## src/hdl/mix_audio_pkg.sv

```systemverilog
//////////////////////////////////////////////////
// Mix width is one bit wider than the output; a full
// volume sum of all three sources can still wrap
//////////////////////////////////////////////////
package mix_audio_pkg;

	// FM synth sample, two's complement
	typedef logic signed [15:0] opl_sample_t;

	// Tandy sound chip sample, unsigned
	typedef logic [7:0] tandy_raw_t;

	// Common mix width
	typedef logic signed [16:0] mix_word_t;

	// Final output sample
	typedef logic signed [15:0] audio_sample_t;

	// The three sources, already scaled to the mix width
	typedef struct packed {
		mix_word_t opl;
		mix_word_t tandy;
		mix_word_t speaker;
	} mix_sources_t;

	// Fixed left shifts after the volume shift
	localparam int unsigned TANDY_SHIFT   = 4;
	localparam int unsigned SPEAKER_SHIFT = 11;

	//////////////////////////////////////////////////
	// Boost curves
	// Below the knee X the magnitude is multiplied by A,
	// above it the slope drops to 1/F starting at B
	//////////////////////////////////////////////////

	// 2x curve
	localparam logic [16:0] COMP_X1 = 17'd14044;
	localparam logic [16:0] COMP_B1 = 17'd28088;
	localparam logic [16:0] COMP_F1 = 17'd4;
	localparam logic [16:0] COMP_A1 = 17'd2;

	// 4x curve
	localparam logic [16:0] COMP_X2 = 17'd7400;
	localparam logic [16:0] COMP_B2 = 17'd29600;
	localparam logic [16:0] COMP_F2 = 17'd8;
	localparam logic [16:0] COMP_A2 = 17'd4;

endpackage

```

## src/hdl/mix_cfg_pkg.sv

```systemverilog
//////////////////////////////////////////////////
// Byte addresses, 8 bits wide; unmapped ones get pslverr
//////////////////////////////////////////////////
package mix_cfg_pkg;

	// Request from the bus master, one transfer at a time
	typedef struct packed {
		logic        psel;
		logic        penable;
		logic        pwrite;
		logic [7:0]  paddr;
		logic [31:0] pwdata;
	} apb_req_t;

	// Response, valid in the access cycle
	typedef struct packed {
		logic [31:0] prdata;
		logic        pslverr;
	} apb_rsp_t;

	// Boost is 0 off, 1 the 2x curve, 2 and 3 the 4x curve
	typedef struct packed {
		logic [1:0] stereo_mix;
		logic [1:0] boost;
		logic [1:0] tandy_vol;
		logic [1:0] speaker_vol;
	} mix_cfg_t;

	// Register map
	localparam logic [7:0] ADDR_CTRL   = 8'h00;
	localparam logic [7:0] ADDR_STATUS = 8'h04;

	localparam mix_cfg_t CFG_RESET = '0;

endpackage
```

## src/hdl/mix_top.sv

```systemverilog
//////////////////////////////////////////////////
// Sample inputs to audio_out take 7 cycles, speaker
// and volume changes 4; no back-pressure anywhere
//////////////////////////////////////////////////
`timescale 1ns/1ps

module mix_top (
	input  logic                         clk_chipset,
	input  logic                         reset,
	input  mix_cfg_pkg::apb_req_t        apb_req,
	output mix_cfg_pkg::apb_rsp_t        apb_rsp,
	input  mix_audio_pkg::opl_sample_t   opl_in,
	input  mix_audio_pkg::tandy_raw_t    tandy_in,
	input  logic                         speaker_in,
	output mix_audio_pkg::audio_sample_t audio_out,
	output logic [1:0]                   mix_mode
);

	mix_cfg_pkg::mix_cfg_t        cfg;
	mix_audio_pkg::mix_sources_t  sources;
	mix_audio_pkg::audio_sample_t clamped;
	logic                         clip_pulse;

	// Stereo mix code goes straight out to the board
	assign mix_mode = cfg.stereo_mix;

	//////////////////////////////////////////////////
	// Configuration
	//////////////////////////////////////////////////

	mix_apb_regs regs_i (
		.clk_chipset (clk_chipset),
		.reset       (reset),
		.apb_req     (apb_req),
		.apb_rsp     (apb_rsp),
		.clip_pulse  (clip_pulse),
		.cfg         (cfg)
	);

	//////////////////////////////////////////////////
	// Audio pipeline
	//////////////////////////////////////////////////

	// Decode
	mix_source_decode decode_i (
		.clk_chipset (clk_chipset),
		.reset       (reset),
		.opl_in      (opl_in),
		.tandy_in    (tandy_in),
		.speaker_in  (speaker_in),
		.cfg         (cfg),
		.sources     (sources)
	);

	// Execute
	mix_sum_clamp sum_clamp_i (
		.clk_chipset (clk_chipset),
		.reset       (reset),
		.sources     (sources),
		.sample      (clamped),
		.clip_pulse  (clip_pulse)
	);

	// Result
	mix_compress compress_i (
		.clk_chipset (clk_chipset),
		.reset       (reset),
		.sample      (clamped),
		.cfg         (cfg),
		.audio_out   (audio_out)
	);

endmodule

```

## src/hdl/mix_compress.sv

```systemverilog
//////////////////////////////////////////////////
// Boost works on the magnitude; curve results above
// full scale are limited to 0x7FFF before the sign returns
//////////////////////////////////////////////////
`timescale 1ns/1ps

module mix_compress (
	input  logic                         clk_chipset,
	input  logic                         reset,
	input  mix_audio_pkg::audio_sample_t sample,
	input  mix_cfg_pkg::mix_cfg_t        cfg,
	output mix_audio_pkg::audio_sample_t audio_out
);

	logic                         neg;
	logic [16:0]                  mag;
	logic [16:0]                  mag_2x;
	logic [16:0]                  mag_4x;
	logic [16:0]                  mag_boost;
	logic [15:0]                  mag_limited;
	mix_audio_pkg::audio_sample_t boosted;

	// Steep slope up to the knee, then a flat one
	function automatic logic [16:0] boost_curve(
		input logic [16:0] m,
		input logic [16:0] knee,
		input logic [16:0] base,
		input logic [16:0] fall,
		input logic [16:0] gain
	);
		logic [16:0] val;
		if (m < knee)
			val = m * gain;
		else
			val = ((m - knee) / fall) + base;
		return val;
	endfunction

	always_comb begin
		neg = sample[15];

		// 0x8000 gives a magnitude of 32768, hence 17 bits
		mag = neg ? (~{sample[15], sample}) + 17'd1 : {1'b0, sample};

		mag_2x = boost_curve(mag, mix_audio_pkg::COMP_X1, mix_audio_pkg::COMP_B1,
			mix_audio_pkg::COMP_F1, mix_audio_pkg::COMP_A1);
		mag_4x = boost_curve(mag, mix_audio_pkg::COMP_X2, mix_audio_pkg::COMP_B2,
			mix_audio_pkg::COMP_F2, mix_audio_pkg::COMP_A2);

		// Boost 2 and 3 both select the 4x curve
		mag_boost = (cfg.boost == 2'd1) ? mag_2x : mag_4x;

		// Both curves end a little above full scale
		if (mag_boost > 17'h07FFF)
			mag_limited = 16'h7FFF;
		else
			mag_limited = mag_boost[15:0];

		boosted = neg ? -mag_limited : mag_limited;
	end

	always_ff @(posedge clk_chipset, posedge reset) begin
		if (reset)
			audio_out <= '0;
		else if (cfg.boost == 2'd0)
			audio_out <= sample;
		else
			audio_out <= boosted;
	end

	// Compression never flips the polarity of a sample
	sign_kept: assert property (
		@(posedge clk_chipset) disable iff (reset)
		(audio_out != '0) |-> (audio_out[15] == $past(sample[15]))
	);

endmodule

```

## src/hdl/mix_sum_clamp.sv

```systemverilog
//////////////////////////////////////////////////
// Two cycles: sum register, then clamp register
//////////////////////////////////////////////////
`timescale 1ns/1ps

module mix_sum_clamp (
	input  logic                        clk_chipset,
	input  logic                        reset,
	input  mix_audio_pkg::mix_sources_t sources,
	output mix_audio_pkg::audio_sample_t sample,
	output logic                        clip_pulse
);

	mix_audio_pkg::mix_word_t sum_q;

	// Sum wraps at 17 bits before the clamp sees it
	always_ff @(posedge clk_chipset, posedge reset) begin
		if (reset)
			sum_q <= '0;
		else
			sum_q <= sources.opl + sources.tandy + sources.speaker;
	end

	// Top two bits differ when the sum is outside 16-bit range
	always_ff @(posedge clk_chipset, posedge reset) begin
		if (reset) begin
			sample     <= '0;
			clip_pulse <= 1'b0;
		end else if (sum_q[16] != sum_q[15]) begin
			sample     <= {sum_q[16], {15{~sum_q[16]}}};
			clip_pulse <= 1'b1;
		end else begin
			sample     <= sum_q[15:0];
			clip_pulse <= 1'b0;
		end
	end

	// Every clip lands on one of the two full scale limits
	clip_at_limit: assert property (
		@(posedge clk_chipset) disable iff (reset)
		clip_pulse |-> ((sample == 16'h7FFF) || (sample == 16'h8000))
	);

endmodule

```

## src/hdl/mix_source_decode.sv

```systemverilog
//////////////////////////////////////////////////
// Tandy and speaker are never negative; speaker_in
// high means the speaker is off
//////////////////////////////////////////////////
`timescale 1ns/1ps

module mix_source_decode (
	input  logic                        clk_chipset,
	input  logic                        reset,
	input  mix_audio_pkg::opl_sample_t  opl_in,
	input  mix_audio_pkg::tandy_raw_t   tandy_in,
	input  logic                        speaker_in,
	input  mix_cfg_pkg::mix_cfg_t       cfg,
	output mix_audio_pkg::mix_sources_t sources
);

	mix_audio_pkg::opl_sample_t  opl_settled;
	mix_audio_pkg::tandy_raw_t   tandy_settled;
	logic [10:0]                 tandy_scaled;
	logic [3:0]                  speaker_scaled;
	mix_audio_pkg::mix_sources_t sources_next;

	//////////////////////////////////////////////////
	// Settling of the sample inputs
	//////////////////////////////////////////////////

	mix_settle #(
		.payload_t (mix_audio_pkg::opl_sample_t)
	) opl_settle_i (
		.clk_chipset (clk_chipset),
		.reset       (reset),
		.din         (opl_in),
		.dout        (opl_settled)
	);

	mix_settle #(
		.payload_t (mix_audio_pkg::tandy_raw_t)
	) tandy_settle_i (
		.clk_chipset (clk_chipset),
		.reset       (reset),
		.din         (tandy_in),
		.dout        (tandy_settled)
	);

	//////////////////////////////////////////////////
	// Volume scaling into the mix width
	//////////////////////////////////////////////////

	always_comb begin
		// Volume shift first, then the fixed shift
		tandy_scaled   = {3'b000, tandy_settled} << cfg.tandy_vol;
		speaker_scaled = 4'b0001 << cfg.speaker_vol;

		sources_next.opl   = {opl_settled[15], opl_settled};
		sources_next.tandy = {6'b0, tandy_scaled} << mix_audio_pkg::TANDY_SHIFT;

		if (speaker_in)
			sources_next.speaker = '0;
		else
			sources_next.speaker = {13'b0, speaker_scaled} << mix_audio_pkg::SPEAKER_SHIFT;
	end

	always_ff @(posedge clk_chipset, posedge reset) begin
		if (reset)
			sources <= '0;
		else
			sources <= sources_next;
	end

endmodule

```

## src/hdl/mix_settle.sv

```systemverilog
//////////////////////////////////////////////////
// Input change shows on dout 3 cycles later, and only
// if it held for at least 2 cycles
//////////////////////////////////////////////////
`timescale 1ns/1ps

module mix_settle #(
	parameter type payload_t = logic [7:0]
) (
	input  logic     clk_chipset,
	input  logic     reset,
	input  payload_t din,
	output payload_t dout
);

	payload_t stage0;
	payload_t stage1;

	// Two sample stages, then a hold register that only moves
	// when both stages agree, so a glitching word is never passed
	always_ff @(posedge clk_chipset, posedge reset) begin
		if (reset) begin
			stage0 <= '0;
			stage1 <= '0;
			dout   <= '0;
		end else begin
			stage0 <= din;
			stage1 <= stage0;
			if (stage0 == stage1)
				dout <= stage1;
		end
	end

endmodule

```

## src/hdl/mix_apb_regs.sv

```systemverilog
//////////////////////////////////////////////////
// Zero wait state APB slave; read data and pslverr
// are captured in the setup cycle
//////////////////////////////////////////////////
`timescale 1ns/1ps

module mix_apb_regs (
	input  logic                  clk_chipset,
	input  logic                  reset,
	input  mix_cfg_pkg::apb_req_t apb_req,
	output mix_cfg_pkg::apb_rsp_t apb_rsp,
	input  logic                  clip_pulse,
	output mix_cfg_pkg::mix_cfg_t cfg
);

	logic        setup_phase;
	logic        write_access;
	logic        addr_ctrl;
	logic        addr_status;
	logic        addr_ok;
	logic        clip_flag;
	logic [31:0] read_data;

	// Address decode
	assign addr_ctrl    = (apb_req.paddr == mix_cfg_pkg::ADDR_CTRL);
	assign addr_status  = (apb_req.paddr == mix_cfg_pkg::ADDR_STATUS);
	assign addr_ok      = addr_ctrl || addr_status;

	assign setup_phase  = apb_req.psel && !apb_req.penable;
	assign write_access = apb_req.psel && apb_req.penable && apb_req.pwrite;

	// Read mux
	always_comb begin
		read_data = '0;
		if (addr_ctrl)
			read_data = {24'b0, cfg};
		else if (addr_status)
			read_data[0] = clip_flag;
	end

	// Response is loaded at the end of setup and dropped after access
	always_ff @(posedge clk_chipset, posedge reset) begin
		if (reset) begin
			apb_rsp <= '0;
		end else if (setup_phase) begin
			apb_rsp.prdata  <= apb_req.pwrite ? '0 : read_data;
			apb_rsp.pslverr <= !addr_ok;
		end else begin
			apb_rsp <= '0;
		end
	end

	//////////////////////////////////////////////////
	// Configuration and sticky clip flag
	//////////////////////////////////////////////////

	always_ff @(posedge clk_chipset, posedge reset) begin
		if (reset) begin
			cfg       <= mix_cfg_pkg::CFG_RESET;
			clip_flag <= 1'b0;
		end else begin
			if (write_access && addr_ctrl)
				cfg <= mix_cfg_pkg::mix_cfg_t'(apb_req.pwdata[7:0]);

			// Clear by software wins over a new clip in the same cycle
			if (write_access && addr_status)
				clip_flag <= 1'b0;
			else if (clip_pulse)
				clip_flag <= 1'b1;
		end
	end

	// Master must never start an access phase without a select
	penable_needs_psel: assert property (
		@(posedge clk_chipset) disable iff (reset)
		apb_req.penable |-> apb_req.psel
	);

endmodule

```

## config.mk

```make
export PLATFORM = sky130hd
export DESIGN_NAME = mix_top
export DESIGN_NICKNAME = d
export VERILOG_FILES = /design/src/hdl/mix_audio_pkg.sv /design/src/hdl/mix_cfg_pkg.sv /design/src/hdl/mix_top.sv /design/src/hdl/mix_compress.sv /design/src/hdl/mix_sum_clamp.sv /design/src/hdl/mix_source_decode.sv /design/src/hdl/mix_settle.sv /design/src/hdl/mix_apb_regs.sv
export SDC_FILE = /design/constraint.sdc
export NUM_CORES = 1
export LEC_CHECK = 0
export BUFFER_PORTS_ARGS = -buffer_cell sky130_fd_sc_hd__buf_4
export CAP_MARGIN = 20
export CORE_UTILIZATION = 50
export DETAILED_ROUTE_END_ITERATION = 16
export GPL_ROUTABILITY_DRIVEN = 0
export PLACE_DENSITY = 0.72
export SETUP_SLACK_MARGIN = 0.4
export SLEW_MARGIN = 20
export SYNTH_ARGS = -nofsm -noshare
export SYNTH_HDL_FRONTEND = slang
export SYNTH_HIERARCHICAL = 1
export SYNTH_SLANG_ARGS = --single-unit
```

## constraint.sdc

```tcl
create_clock -name clk_chipset -period 6.9 [get_ports clk_chipset]
set_input_delay 1.38 -clock clk_chipset [delete_from_list [all_inputs] [get_ports clk_chipset]]
set_output_delay 1.38 -clock clk_chipset [all_outputs]
set_load 0.005 [all_outputs]
```

* Word level (Yosys, flattened, before mapping)
Cells that the tools add are included.
Operators by class: div/mod/pow operators 0, $lt $le $gt $ge 3, equal/unequal tests 5, multiplexer cells 17, $mul 0, reductions and logical operators 11, bitwise gates (word level) 2, shift operators 2, $add $sub $neg 8
Operators by type and width (count):
- two-way mux 17 bit | 4
- two-way mux 16 bit | 4
- two-way mux 33 bit | 1
- adder 16 x 16 -> 17 bit | 1
- adder 17 x 1 -> 17 bit, second input constant | 1
- adder 17 bit | 1
- > comparator 17 x 15 -> 1 bit, second input constant | 1
- less-than comparator 17 x 13 -> 1 bit, second input constant | 1
- less-than comparator 17 x 14 -> 1 bit, second input constant | 1
- inverter 17 bit | 1
- subtractor 17 x 13 -> 17 bit, second input constant | 1
- subtractor 17 x 14 -> 17 bit, second input constant | 1
- adder 14 x 15 -> 16 bit, second input constant | 1
- adder 15 x 15 -> 16 bit, second input constant | 1
- == test 16 bit | 1
- negator 16 bit | 1
- two-way mux 15 bit | 1
- << shifter 8 x 2 -> 11 bit | 1
- == test 8 x 3 -> 1 bit, second input constant | 1
- == test 8 bit | 1
- zero test 8 bit | 1
- two-way mux 8 bit | 1
- two-way mux 7 bit | 1
- logical AND 1 bit | 5
- other kinds (9) | 14
Storage, ports and cells: output and inout bits 51, flip-flop bits (word level) 208, input bits 70, memory bits (read-only) 0, bits in latches 0, memory bits (writable) 0, memories kept 0

* Longest topological paths before layout
depth after elaboration 12, gate-level depth with buffers 27, mapped depth without buffers 24

* Cells and area by module
Netlist, hierarchy kept.
By module, submodules not included:
- mix_compress | seq. area each 400.4 um^2, area an instance 3533.4 um^2, times used 1, cells each 480
- mix_sum_clamp | seq. area each 850.8 um^2, area an instance 2217.1 um^2, times used 1, cells each 196
- mix_settle at decode_i.opl_settle_i | seq. area each 1201.2 um^2, area an instance 1617.8 um^2, times used 1, cells each 87
- mix_source_decode | seq. area each 775.7 um^2, area an instance 1161.1 um^2, times used 1, cells each 80
- mix_apb_regs | seq. area each 450.4 um^2, area an instance 877.1 um^2, times used 1, cells each 74
- mix_settle at decode_i.tandy_settle_i | seq. area each 600.6 um^2, area an instance 780.7 um^2, times used 1, cells each 44

* Worst setup path after synthesis
OpenSTA, ideal clock, no wires.
kind reg-to-reg, start point reg sum_clamp_i.sample[0], end point reg compress_i.audio_out[14], cell stages (with the launch flop) 26, arrival 4.759 ns, slack 2.004 ns, period minus slack after synthesis 4.896 ns, library setup time 0.137 ns, path buffers 3, cell sequence dfrtp_1 -> clkbuf_1 -> inv_1 -> ha_1 -> clkbuf_1 -> nor3b_1 -> o211ai_1 -> nor2_1 -> nor3_1 -> xnor2_1 -> inv_1 -> ha_1 -> nor3_1 -> nand4_1 -> o311a_1 -> a21oi_4 -> o2bb2ai_2 -> clkbuf_1 -> nor2_1 -> ha_1 -> nand2b_1 -> nor2_2 -> nand4b_1 -> o31ai_2 -> xor2_1 -> a21oi_1
On the way: longest elaborated chain between the ends 12, elaborated cells between the ends (all ways) 17, classes of those cells add/sub (6); order compare (3); mux (7); bitwise (1)
RTL lines:
- from (decl) | line mix_sum_clamp.sv:10 | output mix_audio_pkg::audio_sample_t sample,
- from (signal assigned) | line mix_sum_clamp.sv:30 | sample <= {sum_q[16], {15{~sum_q[16]}}};
- from (signal assigned) | line mix_sum_clamp.sv:33 | sample <= sum_q[15:0];
- inverter 17 bit | line mix_compress.sv:43 | mag = neg ? (~{sample[15], sample}) + 17'd1 : {1'b0, sample};
- adder 17 x 1 -> 17 bit | line mix_compress.sv:43
- two-way mux 17 bit (*) | line mix_compress.sv:43
- subtractor 17 x 13 -> 17 bit or subtractor 17 x 14 -> 17 bit (tied branches) | line mix_compress.sv:35 | val = ((m - knee) / fall) + base;
- adder 14 x 15 -> 16 bit or adder 15 x 15 -> 16 bit (tied branches) | line mix_compress.sv:35
- two-way mux 17 bit | line mix_compress.sv:32 | if (m < knee)
- two-way mux 17 bit (*) | line mix_compress.sv:51 | mag_boost = (cfg.boost == 2'd1) ? mag_2x : mag_4x;
- > comparator 17 x 15 -> 1 bit | line mix_compress.sv:54 | if (mag_boost > 17'h07FFF)
- two-way mux 16 bit (*) | line mix_compress.sv:54
- negator 16 bit | line mix_compress.sv:59 | boosted = neg ? -mag_limited : mag_limited;
- two-way mux 16 bit (*) | line mix_compress.sv:59
- two-way mux 16 bit (*) | line mix_compress.sv:65 | else if (cfg.boost == 2'd0)
- to (signal assigned) | line mix_compress.sv:66 | audio_out <= sample;
- to (signal assigned) | line mix_compress.sv:68 | audio_out <= boosted;
- to (decl) | line mix_compress.sv:12 | output mix_audio_pkg::audio_sample_t audio_out
Mark *: on every way between the ends. The rest lies on a longest branch, timed or not. A chain may end at the register's enable or synchronous reset.

* Worst setup path in the final report
Same ends and word-level chain as after synthesis.

==> summary.md <==
| Metric | Value |
|---|---|
| Rows | 51 |
| Synthesis-stage register bit count | 171 |
| CTS Root Cell | clkbuf_16 |
| Final worst-path cycle share | 83.6% |
| Critical Path, Cell by Cell | inv_1, ha_1, or4bb_1, o211ai_1, nor2_1, nor3_1, xnor2_1, inv_1, ha_1, nor3_1, nand4_1, o311a_1, a21oi_4, o2bb2ai_2, nor2_1, ha_1, nand2b_1, nor2_2, nand4b_1, o31ai_2, xor2_1, a21oi_1 |
| Most numerous cell on the critical path | ha_1 |
| Placed Cells incl. Taps | 1259 |
| Die area | 20900 µm² |
| Via Count | 7305 |
| Slowest-stage cell, CP | or4bb_1 |
| I/O pin count | 121 |
| Leakage power | 5.15 nW |
| WP data arrival | 6.05 ns |
| Die width | 145 µm |
| Clk buf depth | 2 |
| Layout cells sized above 1 | 20.0% |
| Top cells by instance count after synthesis | 171 x dfrtp_1, 68 x nor2_1, 48 x nand2_1 |
| Setup TNS Final | 0 ns |
| WS Path Type | reg2reg |
| Worst skew pair latency | 0.41 ns |
| Type of origin of the critical path | flop |
| Initial antenna violation count | 0 |
| Worst-Margin Slew | 1.02 ns |
| Largest area contributor in the netlist | dfrtp_1 |
| Detailed Route WL | 21200 µm |
| Synth-to-layout area growth | 11.2% |
| Main flop type after synthesis | dfrtp_1 |
| Initial Utilization | 51.7% |
| Max Slew Vio Count | 0 |
| Syn Inst Count | 961 |
| Post-layout nets | 1125 |
| Avg Cell Area, Syn | 10.6 µm² |
| Die Height | 145 µm |
| Hold_sp | decode_i/opl_settle_i/dout[11] |
| Finished Core Util | 57.4% |
| PwrDens | 372 nW/µm² |
| Clk sinks | 171 |
| Post-Syn Area | 10200 µm² |
| Slew HR | 31.5% |
| Worst Skew | 0.0117 ns |
| Post-synth cell types | 101 |
| CTS tree | built |
| Cell count of the worst reg-to-reg path | 22 |
| Final Power | 4.21 mW |
| Hold Crit Depth | 0 |
| Total CTS buffers | 17 |
| FF-to-FF Start | sum_clamp_i/sample[0] |
| Post-CTS sizing | 0 |
| R2R Setup Slk | 1.13 ns |
| Antenna cells | 0 |
| Non-Filler Cell Area, Final | 11300 µm² |
| Final worst slack | 1.13 ns |
| Worst path required time | 7.18 ns |
| Core Area | 19700 µm² |
| Non-filler cells, final | 1292 |
| Dpl ws | 1.29 ns |
| DP Wirelength | 15900 µm |
| # Post-CTS Setup Buffers | 0 |
| Post-synthesis sequential area ratio | 42.0% |
| RSZ-0062 raised after global routing | no |
| FFs w/ async S/R, synth | 100% |
| Final hold slack | 0.372 ns |
| VDD IR max | 189 µV |
| YS warnings | 6 |
| DRT Pass-1 Iters | 5 |
| Max-Cap Viols | 0 |
| Post-synth EDFFs | 0 |
| Critical path origin | sum_clamp_i/sample[0] |
| Final Hold Fails | 0 |
| Clock transition at the registers of the reported paths | 0.07 ns |
| CTS Hold Buffers Added | 0 |
| Max stage delay on crit path | 0.52 ns |
| HP Class | reg2reg |
| DR vias/cell | 5.65 |
| Antenna-violating nets left | 0 |
| Largest net degree at the start of global routing | 49 |
| Routed wire per std cell | 16.4 µm |
| Element type at the critical path end | flop |
| Status | finished clean |
| First-pass GRT wire length | 34500 µm |
| Vias in the first global route | 6995 |
| Initial DRC Count | 507 |
| Remaining global-route overflow | 0 |
| PortBufs | 72 |
| CTS H-tree depth | 4 |
| Placed cell area | 10700 µm² |
| DRC | 0 |
| Largest cells by area after synthesis | dfrtp_1 42%, xor2_1 3.5%, buf_4 3.5%, fa_1 3.3%, xnor2_1 3.2% |
| Worst-path fanout max | 14 |
| GRT Util Overall | 21.3% |
| Fin crit period | 5.77 ns |
| Setup violators final | 0 |
| Top cell type's share of synthesized area | 42.0% |
| Fmax | 0.173 GHz |
| Most frequent cell after synthesis | dfrtp_1 |
[flip-flops by register name, summed over array words and instances, names as in the netlist]
signal / flops
compress_i/audio_out: 16
decode_i/opl_settle_i/dout: 16
decode_i/opl_settle_i/stage0: 16
decode_i/opl_settle_i/stage1: 16
decode_i/sources: 31
decode_i/tandy_settle_i/dout: 8
decode_i/tandy_settle_i/stage0: 8
decode_i/tandy_settle_i/stage1: 8
regs_i/apb_rsp: 9
regs_i/cfg: 8
regs_i/clip_flag: 1
sum_clamp_i/clip_pulse: 1
sum_clamp_i/sample: 16
sum_clamp_i/sum_q: 17
[worst max-delay path, delay by kind of cell (launching register included)]
| family | cells | cell delay, ns |
|---|---|---|
| buffers and inverters | 2 | 0.17 |
| adder cells (fa/ha/maj) | 3 | 0.91 |
| XOR/XNOR | 2 | 0.38 |
| AND/OR/NAND/NOR | 9 | 2.29 |
| flip-flops | 1 | 0.50 |
| AO/OA/AOI/OAI | 6 | 1.37 |
[layout make-up]
type,count,area (µm²)
Tap cell,265,332
Fill cell,1667,8390
Clock inverter,15,173
Timing Repair Buffer,81,621
Sequential cell,171,4280
Multi-Input combinational cell,712,5380
Inverter,31,116
Clock buffer,17,425
[placed cells by master, fill, tap and decap left out, drive strengths merged, types with 17 or more instances in the layout]
cell	instances
a21o	20
a21oi	37
buf	81
clkbuf	17
conb	43
dfrtp	171
fa	17
ha	24
inv	39
mux2	33
mux2i	24
nand2	48
nand3	20
nor2	70
nor3	23
nor4	18
o211ai	18
o21ai	38
xnor2	39
xor2	44
[metal layers]
layer  up-vias  wire (µm)  GRT usage [%]
met5         -          0              0
met4         0        484           7.26
met3        33        935           2.70
met2       210      11000           37.7
met1      3569       8760           26.8
li1       3493          -              -
[final timing paths]
| check | end |
|---|---|
| setup / recovery | compress_i/audio_out[14] |
| hold / removal | decode_i/sources[45] |
| setup reg to reg | compress_i/audio_out[14] |
| hold reg to reg | decode_i/sources[45] |
| max in group asynchronous | decode_i/tandy_settle_i/dout[2] |
| min in group asynchronous | sum_clamp_i/clip_pulse |
[power breakdown]
part	switching [mW]	internal, mW	leakage [nW]
Sequential	0.150	1.12	2.16
Combinational	1.23	0.793	2.69
Clock	0.429	0.489	0.289
Total	1.81	2.40	5.15
[logic make-up after synthesis]
family,synth area share (%)
adder cells (fa/ha/maj),6.29
buffers and inverters,6.68
AO/OA/AOI/OAI,16.2
multiplexers,6.37
XOR/XNOR,7.50
AND/OR/NAND/NOR,14.8
flip-flops,42.0
other,0.0737
(Power assumes the default switching activity.)
